--- src/axil_mem_pkg.sv ---
//--------------------
// Widths, memory size, response codes and types for the AXI4-Lite memory
// Used by scoped names from every RTL file
//--------------------
package axil_mem_pkg;

    // Bus widths
    localparam int ADDR_W = 32;
    localparam int DATA_W = 32;
    localparam int STRB_W = DATA_W / 8;          // One strobe per byte lane

    // Memory geometry
    localparam int MEM_WORDS = 1024;
    localparam int INDEX_W   = $clog2(MEM_WORDS);
    localparam int unsigned MEM_BYTES = MEM_WORDS * STRB_W;  // First address out of range

    typedef logic [ADDR_W-1:0]  addr_t;
    typedef logic [DATA_W-1:0]  data_t;
    typedef logic [STRB_W-1:0]  strb_t;
    typedef logic [INDEX_W-1:0] index_t;
    typedef logic [1:0]         resp_t;

    // AXI response codes
    localparam resp_t RESP_OKAY   = 2'b00;
    localparam resp_t RESP_SLVERR = 2'b10;

    // Write front waits for both halves, then holds B
    typedef enum logic [0:0] {
        WR_COLLECT,
        WR_RESP
    } wr_state_t;

    // Read front takes one cycle in RAM before R
    typedef enum logic [1:0] {
        RD_IDLE,
        RD_FETCH,
        RD_RESP
    } rd_state_t;

endpackage

--- src/axil_read_front.sv ---
//--------------------
// AXI4-Lite read side: takes AR, reads the RAM once, holds R until accepted
//--------------------
`timescale 1ns/1ns

module axil_read_front (
    input  logic                  aclk,
    input  logic                  aresetn,
    input  axil_mem_pkg::addr_t   s_axil_araddr,
    input  logic                  s_axil_arvalid,
    output logic                  s_axil_arready,
    output axil_mem_pkg::data_t   s_axil_rdata,
    output axil_mem_pkg::resp_t   s_axil_rresp,
    output logic                  s_axil_rvalid,
    input  logic                  s_axil_rready,
    output logic                  rd_en,
    output axil_mem_pkg::index_t  rd_index,
    input  axil_mem_pkg::data_t   rd_data
);

    axil_mem_pkg::rd_state_t state, state_nxt;
    axil_mem_pkg::addr_t     ar_addr;
    logic ar_hs;
    logic in_range;

    assign ar_hs    = s_axil_arvalid && s_axil_arready;
    assign in_range = ar_addr < axil_mem_pkg::MEM_BYTES;

    assign rd_en    = (state == axil_mem_pkg::RD_FETCH) && in_range;
    assign rd_index = ar_addr[axil_mem_pkg::INDEX_W+1:2];

    // RAM output register is the data register of R
    assign s_axil_rdata  = in_range ? rd_data : '0;
    assign s_axil_rvalid = (state == axil_mem_pkg::RD_RESP);

    always_comb begin
        state_nxt = state;
        case (state)
            axil_mem_pkg::RD_IDLE:  if (ar_hs) state_nxt = axil_mem_pkg::RD_FETCH;
            axil_mem_pkg::RD_FETCH: state_nxt = axil_mem_pkg::RD_RESP;  // RAM answers next edge
            axil_mem_pkg::RD_RESP:  if (s_axil_rready) state_nxt = axil_mem_pkg::RD_IDLE;
            default:                state_nxt = axil_mem_pkg::RD_IDLE;
        endcase
    end

    always_ff @(posedge aclk) begin
        if (!aresetn) begin
            state          <= axil_mem_pkg::RD_IDLE;
            s_axil_arready <= 1'b0;
        end else begin
            state          <= state_nxt;
            s_axil_arready <= (state_nxt == axil_mem_pkg::RD_IDLE);
        end
    end

    // Address and response holds
    always_ff @(posedge aclk) begin
        if (ar_hs) ar_addr <= s_axil_araddr;
        if (state == axil_mem_pkg::RD_FETCH) begin
            s_axil_rresp <= in_range ? axil_mem_pkg::RESP_OKAY : axil_mem_pkg::RESP_SLVERR;
        end
    end

    // Stalled R keeps its payload, which also relies on the RAM not
    // reloading its output register outside RD_FETCH
    assert property (@(posedge aclk) disable iff (!aresetn)
        s_axil_rvalid && !s_axil_rready |=>
            s_axil_rvalid && $stable(s_axil_rdata) && $stable(s_axil_rresp));

endmodule

--- config.mk ---
export PLATFORM = sky130hd
export DESIGN_NAME = axil_read_front
export DESIGN_NICKNAME = d
export VERILOG_FILES = /design/src/axil_mem_pkg.sv /design/src/axil_read_front.sv
export SDC_FILE = /design/constraint.sdc
export NUM_CORES = 1
export LEC_CHECK = 0
export BUFFER_PORTS_ARGS = -buffer_cell sky130_fd_sc_hd__buf_2
export CAP_MARGIN = 10
export CORE_ASPECT_RATIO = 1.1
export CORE_UTILIZATION = 42
export DETAILED_ROUTE_END_ITERATION = 10
export HOLD_SLACK_MARGIN = 0.02
export PLACE_DENSITY = 0.79
export REMOVE_ABC_BUFFERS = 1
export SLEW_MARGIN = 0
export SYNTH_ARGS = -nofsm -noshare
export SYNTH_HDL_FRONTEND = slang
export SYNTH_SLANG_ARGS = --single-unit
--- constraint.sdc ---
create_clock -name aclk -period 2 [get_ports aclk]
set_input_delay 0.4 -clock aclk [delete_from_list [all_inputs] [get_ports aclk]]
set_output_delay 0.4 -clock aclk [all_outputs]
set_load 0.01 [all_outputs]
* Yosys cells after proc, flatten, opt, wreduce, memory -nomap -nowiden
Index checks and enable logic that the tools add are counted.
Word-level totals: input port bits 68, memory bits (read-only) 0, output and inout port bits 47, bits in latches 0, bits in writable memories 0, bits in registers 37, memories kept 0
Cells by class: shifts and indexed selects 0, reductions and logical operators 4, order comparisons 1, div/mod/pow operators 0, multiply operators 0, eq/ne operators 2, bitwise gates (word level) 0, mux-type cells 5, $add $sub $neg 0
Operators with widths (count):
- 32-bit by 13-bit less-than comparator with 1-bit output (second input constant) | 1
- 32-bit two-way mux | 1
- 2-bit two-way mux | 3
- 2-bit case mux with 3 select lines | 1
- 2-bit logical NOT | 2
- 2-bit by 1-bit == test with 1-bit output (second input constant) | 1
- 2-bit == test (second input constant) | 1
- 1-bit logical AND | 2

* Logic depth before layout (Yosys ltp)
depth in word-level cells 4, depth in mapped cells 4, mapped depth without buffers 3

* Least setup slack after synthesis
OpenSTA, ideal clock, no wires.
kind flip-flop to output port, start point register ar_addr[22], end point output s_axil_rdata[22], setup slack 120 ps, arrival time 1480 ps, stages on the path, launching flop included 5, path through edfxtp_1 nor4_1 nand4_1 buf_2 nor4_1
On the way: word-level cells in the longest chain between the ends 2
RTL lines:
- start: declaration | line axil_read_front.sv:22 | axil_mem_pkg::addr_t ar_addr;
- start signal: assignment | line axil_read_front.sv:58 | if (ar_hs) ar_addr <= s_axil_araddr;
- 32-bit by 13-bit less-than comparator with 1-bit output | line axil_read_front.sv:27 | assign in_range = ar_addr < axil_mem_pkg::MEM_BYTES;
- 32-bit two-way mux | line axil_read_front.sv:33 | assign s_axil_rdata = in_range ? rd_data : '0;
- end: declaration | line axil_read_front.sv:12 | output axil_mem_pkg::data_t s_axil_rdata,
No other way between the ends.

* Worst setup path in the final report
start point register ar_addr[24], end point output s_axil_rdata[16]
The elaborated chain is that of the path after synthesis.

==> run metrics <==
status=finished with violations; violated checks=setup timing; startpoint type of the worst setup path=flop; post-layout worst setup margin=-0.171 ns; Tot GR Track Use=16.0%; Hold Crit Start=s_axil_araddr[22]; post-synth top area cell=edfxtp_1; DRC Markers=0; most frequent cells after synthesis=nand2b_1, edfxtp_1, nor4_1, buf_4, nor4_2; MaxCap Viol Count=0; average cell area after synthesis=11.9 sq um; crit path buf inv count=2; adder-cell share of the synthesized area=0%; Die ar.=4360 sq um; mux cell area share after synthesis=0%; FILL cells=326; synth-to-layout area growth=39.3%; worst hold path type=primary input to flop; Required @ worst endpoint=1.60 ns; Worst-path clk slew=0.06 ns; EDFF count, synth=31; most frequent cell after synthesis=nand2b_1; first-pass GRT wire length=5480 um; Rows=24; Synth Area in Compound Gates=1.02%; #FFs+latches synth=34; Synth area leaders=edfxtp_1, nand2b_1, nor4_1; critical path startpoint=ar_addr[24]; router iterations before antenna repair=4; synthesized area=1720 sq um; period utilization=109%; Top Family by Delay on Critical Path=simple AND/OR/NAND/NOR gates; Core Util, Final=60.9%; Peak VDD IR=0.740 mV; Final ANT Viol Nets=0; Setup Skew=0.00387 ns; routed length per instance=11.5 um; slowest cell delay on critical path=0.38 ns; register area=991 sq um; Clock Sinks=34; Crit-path slowest cell=edfxtp_1; initial antenna violation count=0; fmax=0.461 GHz; Yosys cell types=21; RD Place Congestion=0.648; Synth Instances=145; ant diodes=0; Post-CTS Setup Bufs=0; Main synth FF type=edfxtp_1; TritonCTS clock tree=done; LEAKAGE=0.992 nW; placed inst area=2250 sq um; Worst Hold Endpoint=ar_addr[22]; Worst Tran Pin Value=0.712 ns; top-area cell type share of the netlist area=54.1%; Rel. slew slack=52.5%; synth warn=0; Hold Worst Slack=0.303 ns; H-tree Lvls=2; Hold Vio Cnt, Final=0; Routed WL=3380 um; final instance area=2400 sq um; Die W=63.0 um; Max Buffers Root-to-Sink=2; worst r2r src=ar_addr[24]; Final min period=2.17 ns; critical path class=flop to output pin; gr ovfl total=0; Slew Limit Fails=0; Total Nets Final=311; CP Max Fanout=34; Core ar.=3930 sq um; dpl ws=0.0626 ns; vias=1436; insertion delay to the later sink of the worst-skew pair=0.27 ns; post-synthesis simple-gate area fraction=33.1%; vias per cell=4.87; Crit. End Element=output pin; initial core utilization=43.7%; flop-to-flop setup slack=0.16 ns; sequential area share after synthesis=57.6%; vias in the first global route=1354; footprint of the multi-input gates=659 sq um; largest family of logic cells by synthesized area=simple AND/OR/NAND/NOR gates; critical path cell sequence=nor4_2 -> nand4_1 -> buf_12 -> nor4_1 -> buf_2; r2r worst-path depth=4; setup violators final=33; setup TNS=-4.61 ns; xor/xnor share of the synthesized area=0%; largest net degree at the start of global routing=35; Port Buffer Count=111; number of CTS-inserted buffers=5; clk root buf=clkbuf_8; Die Span Y=69.1 um; pwr/cell area=594 nW/um^2; hold path cells=1; initial DRC count=58; Total Power=1.42 mW; Arr. time, crit path=1.77 ns; RSZ-0062 raised after global routing=yes; layout cell share with drive strength beyond 1=58.4%; Placed Cells=288; worst r2r dst=s_axil_rresp[1]; io pins=115; non-filler cells in the finished layout=295; asr flop ratio synth=0%
## placed cells by master (no fill, tap or decap), drive strengths merged, types with 3 or more instances in the layout
master / synthesis / routed
nor2b: 3 / 3
clkbuf: 8 / 7
nor2: 3 / 3
edfxtp: 31 / 31
nand2b: 33 / 33
buf: 17 / 116
dfxtp: 3 / 3
nor4: 37 / 37
## per-layer routing
layer	up-vias	global-route usage [%]	wire length, um
met5	-	0	0
met4	0	5.43	19
met3	2	7.62	429
met2	87	29.6	1640
met1	631	14.8	1290
li1	716	-	-
## worst reg2reg max path: stages (launching register included)
cell	delay, ns
edfxtp_1	0.38
nor4_2	0.28
nand4_1	0.17
buf_12	0.22
or4b_1	0.53
## state kept, by name, indices dropped and copies added (netlist names)
signal and cells:
s_axil_arready 1, state 2, ar_addr 30, s_axil_rresp 1
## cell type report
cell class / instances / area share [%]
Timing Repair Buffer: 116 / 25.3
Sequential cell: 34 / 41.3
Clock buffer: 7 / 3.18
Multi-Input combinational cell: 86 / 27.5
Tap cell: 52 / 2.71
## where the power goes
group | switching [mW] | leakage, nW | internal, mW | total (mW)
clock | 0.193 | 0.0383 | 0.239 | 0.432
combinational | 0.0792 | 0.642 | 0.0794 | 0.159
sequential | 0.0165 | 0.312 | 0.816 | 0.833
total | 0.289 | 0.992 | 1.13 | 1.42
## how the worst max path moves through the flow
stage / cells past startpoint / slack, ns / end
6_report: 5 / -0.17 / s_axil_rdata[16]
5_1_grt: 5 / -0.32 / s_axil_rdata[19]
4_1_cts: 5 / -0.20 / s_axil_rdata[0]
3_5_place_dp: 5 / 0.06 / rd_en
3_3_place_gp: 5 / 0.09 / rd_en
2_1_floorplan: 3 / -0.65 / rd_en
## what timing repair did
action | CTS | global route
endpoints found under the setup margin | 33 | 33
resized for setup | 4 | 7
hold buffers | 0 | 0
cloned | 0 | 0
## kinds of logic after synthesis
group	Yosys count
simple gates	82
flops	34
buf+inv	25
compound gates	3
other cells	1
(Power assumes the default switching activity.)
