--- config.mk ---
export PLATFORM = sky130hd
export DESIGN_NAME = axil_write_front
export DESIGN_NICKNAME = d
export VERILOG_FILES = /design/src/axil_mem_pkg.sv /design/src/axil_write_front.sv
export SDC_FILE = /design/constraint.sdc
export NUM_CORES = 1
export LEC_CHECK = 0
export ABC_AREA = 1
export BUFFER_PORTS_ARGS = -buffer_cell sky130_fd_sc_hd__buf_4
export CORE_AREA = 5 5 80 82
export DETAILED_ROUTE_END_ITERATION = 8
export DIE_AREA = 0 0 85 87
export PLACE_DENSITY = 0.81
export SETUP_SLACK_MARGIN = 0.2
export SLEW_MARGIN = 15
export SYNTH_ARGS = -nofsm -noshare
export SYNTH_HDL_FRONTEND = slang
export SYNTH_SLANG_ARGS = --single-unit
export TNS_END_PERCENT = 30
--- constraint.sdc ---
create_clock -name aclk -period 1.6 [get_ports aclk]
set_input_delay 0.24 -clock aclk [delete_from_list [all_inputs] [get_ports aclk]]
set_output_delay 0.24 -clock aclk [all_outputs]
set_load 0.005 [all_outputs]
--- src/axil_mem_pkg.sv ---
//--------------------
// Widths, memory size, response codes and types for the AXI4-Lite memory
// Used by scoped names from every RTL file
//--------------------
package axil_mem_pkg;

    // Bus widths
    localparam int ADDR_W = 32;
    localparam int DATA_W = 32;
    localparam int STRB_W = DATA_W / 8;          // One strobe per byte lane

    // Memory geometry
    localparam int MEM_WORDS = 1024;
    localparam int INDEX_W   = $clog2(MEM_WORDS);
    localparam int unsigned MEM_BYTES = MEM_WORDS * STRB_W;  // First address out of range

    typedef logic [ADDR_W-1:0]  addr_t;
    typedef logic [DATA_W-1:0]  data_t;
    typedef logic [STRB_W-1:0]  strb_t;
    typedef logic [INDEX_W-1:0] index_t;
    typedef logic [1:0]         resp_t;

    // AXI response codes
    localparam resp_t RESP_OKAY   = 2'b00;
    localparam resp_t RESP_SLVERR = 2'b10;

    // Write front waits for both halves, then holds B
    typedef enum logic [0:0] {
        WR_COLLECT,
        WR_RESP
    } wr_state_t;

    // Read front takes one cycle in RAM before R
    typedef enum logic [1:0] {
        RD_IDLE,
        RD_FETCH,
        RD_RESP
    } rd_state_t;

endpackage

--- src/axil_write_front.sv ---
//--------------------
// AXI4-Lite write side: joins AW and W in any order, writes the RAM, answers on B
//--------------------
`timescale 1ns/1ns

module axil_write_front (
    input  logic                  aclk,
    input  logic                  aresetn,
    input  axil_mem_pkg::addr_t   s_axil_awaddr,
    input  logic                  s_axil_awvalid,
    output logic                  s_axil_awready,
    input  axil_mem_pkg::data_t   s_axil_wdata,
    input  axil_mem_pkg::strb_t   s_axil_wstrb,
    input  logic                  s_axil_wvalid,
    output logic                  s_axil_wready,
    output logic                  s_axil_bvalid,
    output axil_mem_pkg::resp_t   s_axil_bresp,
    input  logic                  s_axil_bready,
    output logic                  wr_en,
    output axil_mem_pkg::index_t  wr_index,
    output axil_mem_pkg::data_t   wr_data,
    output axil_mem_pkg::strb_t   wr_strb
);

    axil_mem_pkg::wr_state_t state, state_nxt;
    axil_mem_pkg::addr_t     aw_addr;     // Address hold
    axil_mem_pkg::data_t     w_data;      // Data hold
    axil_mem_pkg::strb_t     w_strb;
    logic aw_full, aw_full_nxt;
    logic w_full, w_full_nxt;
    logic aw_hs, w_hs;
    logic both_full;
    logic in_range;

    assign aw_hs     = s_axil_awvalid && s_axil_awready;
    assign w_hs      = s_axil_wvalid && s_axil_wready;
    assign both_full = aw_full && w_full;
    assign in_range  = aw_addr < axil_mem_pkg::MEM_BYTES;

    // RAM write fires in the one cycle where both halves are present
    assign wr_en    = (state == axil_mem_pkg::WR_COLLECT) && both_full && in_range;
    assign wr_index = aw_addr[axil_mem_pkg::INDEX_W+1:2];  // Low two bits dropped
    assign wr_data  = w_data;
    assign wr_strb  = w_strb;

    assign s_axil_bvalid = (state == axil_mem_pkg::WR_RESP);

    always_comb begin
        state_nxt   = state;
        aw_full_nxt = aw_full;
        w_full_nxt  = w_full;
        case (state)
            axil_mem_pkg::WR_COLLECT: begin
                if (aw_hs) aw_full_nxt = 1'b1;
                if (w_hs) w_full_nxt = 1'b1;
                if (both_full) state_nxt = axil_mem_pkg::WR_RESP;
            end
            axil_mem_pkg::WR_RESP: begin
                if (s_axil_bready) begin     // B accepted, free both holds
                    state_nxt   = axil_mem_pkg::WR_COLLECT;
                    aw_full_nxt = 1'b0;
                    w_full_nxt  = 1'b0;
                end
            end
            default: state_nxt = axil_mem_pkg::WR_COLLECT;
        endcase
    end

    always_ff @(posedge aclk) begin
        if (!aresetn) begin
            state          <= axil_mem_pkg::WR_COLLECT;
            aw_full        <= 1'b0;
            w_full         <= 1'b0;
            s_axil_awready <= 1'b0;
            s_axil_wready  <= 1'b0;
        end else begin
            state          <= state_nxt;
            aw_full        <= aw_full_nxt;
            w_full         <= w_full_nxt;
            // Ready follows the hold being empty, one edge ahead
            s_axil_awready <= (state_nxt == axil_mem_pkg::WR_COLLECT) && !aw_full_nxt;
            s_axil_wready  <= (state_nxt == axil_mem_pkg::WR_COLLECT) && !w_full_nxt;
        end
    end

    // Payload holds
    always_ff @(posedge aclk) begin
        if (aw_hs) aw_addr <= s_axil_awaddr;
        if (w_hs) begin
            w_data <= s_axil_wdata;
            w_strb <= s_axil_wstrb;
        end
        if (state == axil_mem_pkg::WR_COLLECT && both_full) begin
            s_axil_bresp <= in_range ? axil_mem_pkg::RESP_OKAY : axil_mem_pkg::RESP_SLVERR;
        end
    end

    // A pending B must not move or change its code before the master takes it
    assert property (@(posedge aclk) disable iff (!aresetn)
        s_axil_bvalid && !s_axil_bready |=> s_axil_bvalid && $stable(s_axil_bresp));

endmodule

## Word-level counts from Yosys, hierarchy flattened

Index checks and enable logic that the tools add are counted.

| storage, ports and cells | value |
|---|---|
| bits in registers | 75 |
| latch bits | 0 |
| memory bits (read-only) | 0 |
| bits in writable memories | 0 |
| memories | 0 |
| output and inout port bits | 52 |
| logic and storage cells | 31 |

| cells by class | value |
|---|---|
| shift operators | 0 |
| bitwise gates (word level) | 2 |
| divide/modulo/power cells | 0 |
| muxes and demuxes | 10 |
| $add $sub $neg | 0 |
| order comparisons | 1 |
| multiply operators | 0 |
| reductions and logical operators | 9 |
| eq/ne operators | 0 |

Operator list:

| cell | count |
|---|---|
| less-than comparator 32 x 13 -> 1 bit (second input constant) | 1 |
| logical AND 1 bit | 7 |
| two-way mux 1 bit | 6 |
| one-hot mux 1 bit (2 select lines) | 3 |
| zero test 1 bit | 2 |
| two-way mux 2 bit | 1 |
| NOT 1 bit | 2 |

## Longest topological paths before layout

| logic depth | value |
|---|---|
| depth after elaboration | 5 |
| gate-level depth with buffers | 5 |
| gate-level depth less buffers | 5 |

## Worst setup path before layout

Ideal clock, no wire load.

| timing path | value |
|---|---|
| path type | register to register |
| from | register s_axil_wready |
| to | register w_data[0], in the netlist wr_data[0], enable pin |
| setup slack | 105 ps |
| stages on the path, launching flop included | 3 |
| arrival | 1105 ps |
| library setup time | 391 ps |
| cell sequence | dfxtp_1 nand2_1 inv_1 |

| between the ends | value |
|---|---|
| cells in the longest elaborated chain, start to end | 1 |

Ends and longest elaborated chain:

| item | RTL line | text |
|---|---|---|
| start, declared | axil_write_front.sv:15 | `output logic s_axil_wready,` |
| start signal, assigned | axil_write_front.sv:82 | `s_axil_wready <= (state_nxt == axil_mem_pkg::WR_COLLECT) && !w_full_nxt;` |
| logical AND 1 bit | axil_write_front.sv:36 | `assign w_hs = s_axil_wvalid && s_axil_wready;` |
| net w_hs | axil_write_front.sv:31 | `logic aw_hs, w_hs;` |
| end signal, assigned | axil_write_front.sv:90 | `w_data <= s_axil_wdata;` |
| end, declared | axil_write_front.sv:27 | `axil_mem_pkg::data_t w_data;` |

The timed path passes the listed nets, and every way through them passes these cells.
A chain may end at the register's enable or synchronous reset.

## Worst setup path after layout

| timing path | value |
|---|---|
| from | register aw_addr[21] |
| to | output port wr_en |

| between the ends | value |
|---|---|
| cells in the longest elaborated chain, start to end | 2 |

Ends and longest elaborated chain:

| item | RTL line | text |
|---|---|---|
| start, declared | axil_write_front.sv:26 | `axil_mem_pkg::addr_t aw_addr;` |
| start signal, assigned | axil_write_front.sv:88 | `if (aw_hs) aw_addr <= s_axil_awaddr;` |
| less-than comparator 32 x 13 -> 1 bit | axil_write_front.sv:38 | `assign in_range = aw_addr < axil_mem_pkg::MEM_BYTES;` |
| logical AND 1 bit | axil_write_front.sv:41 | `assign wr_en = (state == axil_mem_pkg::WR_COLLECT) && both_full && in_range;` |
| end, declared | axil_write_front.sv:19 | `output logic wr_en,` |

No other way between the ends.

==> reports/qor.csv <==
stage,metric,value,unit
finish,nets,321,
power,Power Density,1100,nW/um^2
floorplan,die height,87,microns
global_routing,GRT Util Overall,0.143,
detailed_routing,Via density,4.31,
setup_path,Setup crit start,aw_addr[21],
detailed_routing,post-route ant nets,0,
global_routing,initial antenna violation count,0,
finish,"most common cell after layout, fill and taps aside",buf_4,
global_routing,largest net degree at the start of global routing,25,
finish,Finished Core Util,0.627,
min_path,hold_sp,s_axil_awaddr[16],
floorplan,# IOs,125,
finish,fraction of layout cells with a size suffix above 1,0.589,
synth,Ys Warns,0,
floorplan,row cnt,28,
min_path,Tightest Hold Check Type,in -> reg,
power,worst vdd ir,0.728,mV
global_routing,global route overflow,0,
placed_design,Port Buf Inserts,121,
clocking,cts bufs inserted,9,
outcome,status,completed,
global_routing,met3 Usage GRT,0.112,
synth,Synth Cell Area,2380,sq um
floorplan,Core Region,5680,sq um
setup_path,CP max stage cell,edfxtp_1,
synth,Synth Register Bits,72,
clocking,CTS Root Cell,clkbuf_8,
global_routing,M2 GR Usage,0.226,
setup_path,Setup CP Type,reg -> out,
finish,ant diodes,0,
detailed_routing,WL/cell,15.0,microns
synth,post-synthesis sequential area ratio,0.886,
setup_path,Critical Path Most Common Cell,nor2_1,
setup_path,CP peak stage delay,360,ps
finish,FILL cells,427,
finish,"commonest cells after routing, fill and taps aside","124 x buf_4, 67 x edfxtp_1, 15 x nor2_1, 10 x clkbuf_8, 6 x nand2_1",
placed_design,placed instance area,3340,sq um
setup_path,Worst Path Arrival,1310,ps
sta,Max Freq,644,MHz
setup_path,crit path capture type,output pin,
sta,fin crit share,0.970,
power,"Power, Total",3.90,mW
global_routing,grt peak-use layer,met2,
global_routing,routing usage on met1,0.132,
floorplan,effective utilization at floorplan,0.420,
detailed_routing,Initial DRT Pass Iterations,4,
finish,Finished Cell Area,3560,sq um
sta,final setup violation count,0,
synth,Syn Nets,196,
placed_design,Post-DP HPWL,3.88,mm
job,number of max-cap violations,0,
detailed_routing,"wirelength, routed",4.91,mm
clocking,CTS tree,built,
sta,RSZ-0062 raised after global routing,yes,
detailed_routing,DR vias,1413,
sta,Hold WS,74.7,ps
clocking,"Clk pin slew, worst setup/hold paths",70,ps
clocking,Clock Latency Late Sink,330,ps
setup_path,critical path cell sequence,"nor2_1, nand2_1, nor2_1, nand3_2, nor2_2, buf_4",
detailed_routing,initial DRC count,37,
sta,Final Hold Violating Endpoints,0,
floorplan,Die X,85,microns
synth,Post-Syn Instances,123,
synth,"Distinct cells, synth",16,
global_routing,first-pass GRT wire length,7.62,mm
setup_path,Crit Path Max Fanout,2,
power,Leak Pwr,1.46,nW
clocking,Sink Count,72,
sta,"Slew Viols, Final",0,
setup_path,Crit path required time,1360,ps
setup_path,CP Launch Type,register,
global_routing,vias in the first global route,1575,
setup_path,Critical R2R Launch,s_axil_wready,
floorplan,Die ar.,7400,sq um
synth,Mean Syn Cell Area,19.4,sq um
sta,Clock Skew,6.94,ps
finish,P&R area growth vs syn,49.2,%
placed_design,GPL Wtd Cong,0.712,
sta,crit path time final,1550,ps
clocking,Clock Path Buffers,2,
detailed_routing,# DRC,0,
clocking,H-tree levels,3,
==> final cells by class <==
class                           instances  area (sq um)  area share
Inverter                                6          26.3     0.00739
Clock inverter                          5          56.3      0.0158
Sequential cell                        72          2110       0.594
Tap cell                               75          93.8      0.0264
Multi-Input combinational cell         34           176      0.0496
Clock buffer                           11           141      0.0397
Timing Repair Buffer                  125           951       0.267
==> sequential cells by signal (all words and copies together), names as in the netlist <==
name	count
s_axil_wready	1
w_full	1
s_axil_bresp	1
aw_full	1
aw_addr	30
wr_strb	4
wr_data	32
s_axil_awready	1
s_axil_bvalid	1
==> repair_timing <==
item	CTS	global route
hold buffers	0	0
resized for setup	2	1
buffers inserted	1	0
pin swaps	2	0
setup endpoints to repair	1	1
==> through the flow <==
stage | setup slack (ps) | std cells | setup TNS [ps]
after global placement | 276 | 311 | 0
final | 47.4 | 328 | 0
after detailed placement | 261 | 311 | 0
after floorplan | 226 | 123 | 0
after CTS | 21.6 | 328 | 0
after global routing | -78.7 | 328 | -78.7
==> worst paths after layout <==
kind	endpoint	slack, ps	depth (start not counted)
setup / recovery	wr_en	50	6
hold / removal	aw_addr[16]	70	1
setup reg to reg	wr_data[19]	320	3
hold reg to reg	w_full	600	2
==> power breakdown <==
group | switching (mW) | leakage (nW) | internal [mW]
clock network | 0.627 | 0.0993 | 0.760
registers | 0.0277 | 0.664 | 2.17
logic | 0.120 | 0.698 | 0.199
==> cell usage after synthesis (all sizes together) <==
cell / n / area share
and2: 4 / 0.011
buf: 11 / 0.035
conb: 1 / 0.0016
dfxtp: 5 / 0.042
edfxtp: 67 / 0.84
inv: 6 / 0.0094
nand2: 6 / 0.0094
nand3: 2 / 0.0094
nor2: 18 / 0.029
o21ai: 1 / 0.0037
o22ai: 2 / 0.0052
==> worst max-delay path, delay by kind of cell, from the launching register on <==
kind                   cells  cell delay, ps
AND/OR/NAND/NOR            5             520
flip-flops                 1             360
buffers and inverters      1             110
==> layer usage <==
layer / share of wire / wire, microns
met5: 0 / 0
met4: 0.024 / 116
met3: 0.18 / 886
met2: 0.49 / 2410
met1: 0.30 / 1500
==> cell families (layout without fill, tap and decap cells) <==
kind of cell    Yosys count  count (layout)  synth area share
buf+inv                  17             147            0.0441
other cells               1               1           0.00157
compound gates            3               3           0.00892
flops                    72              72             0.886
simple gates             30              30            0.0593
No activity file was read; power rests on OpenSTA's default activity.
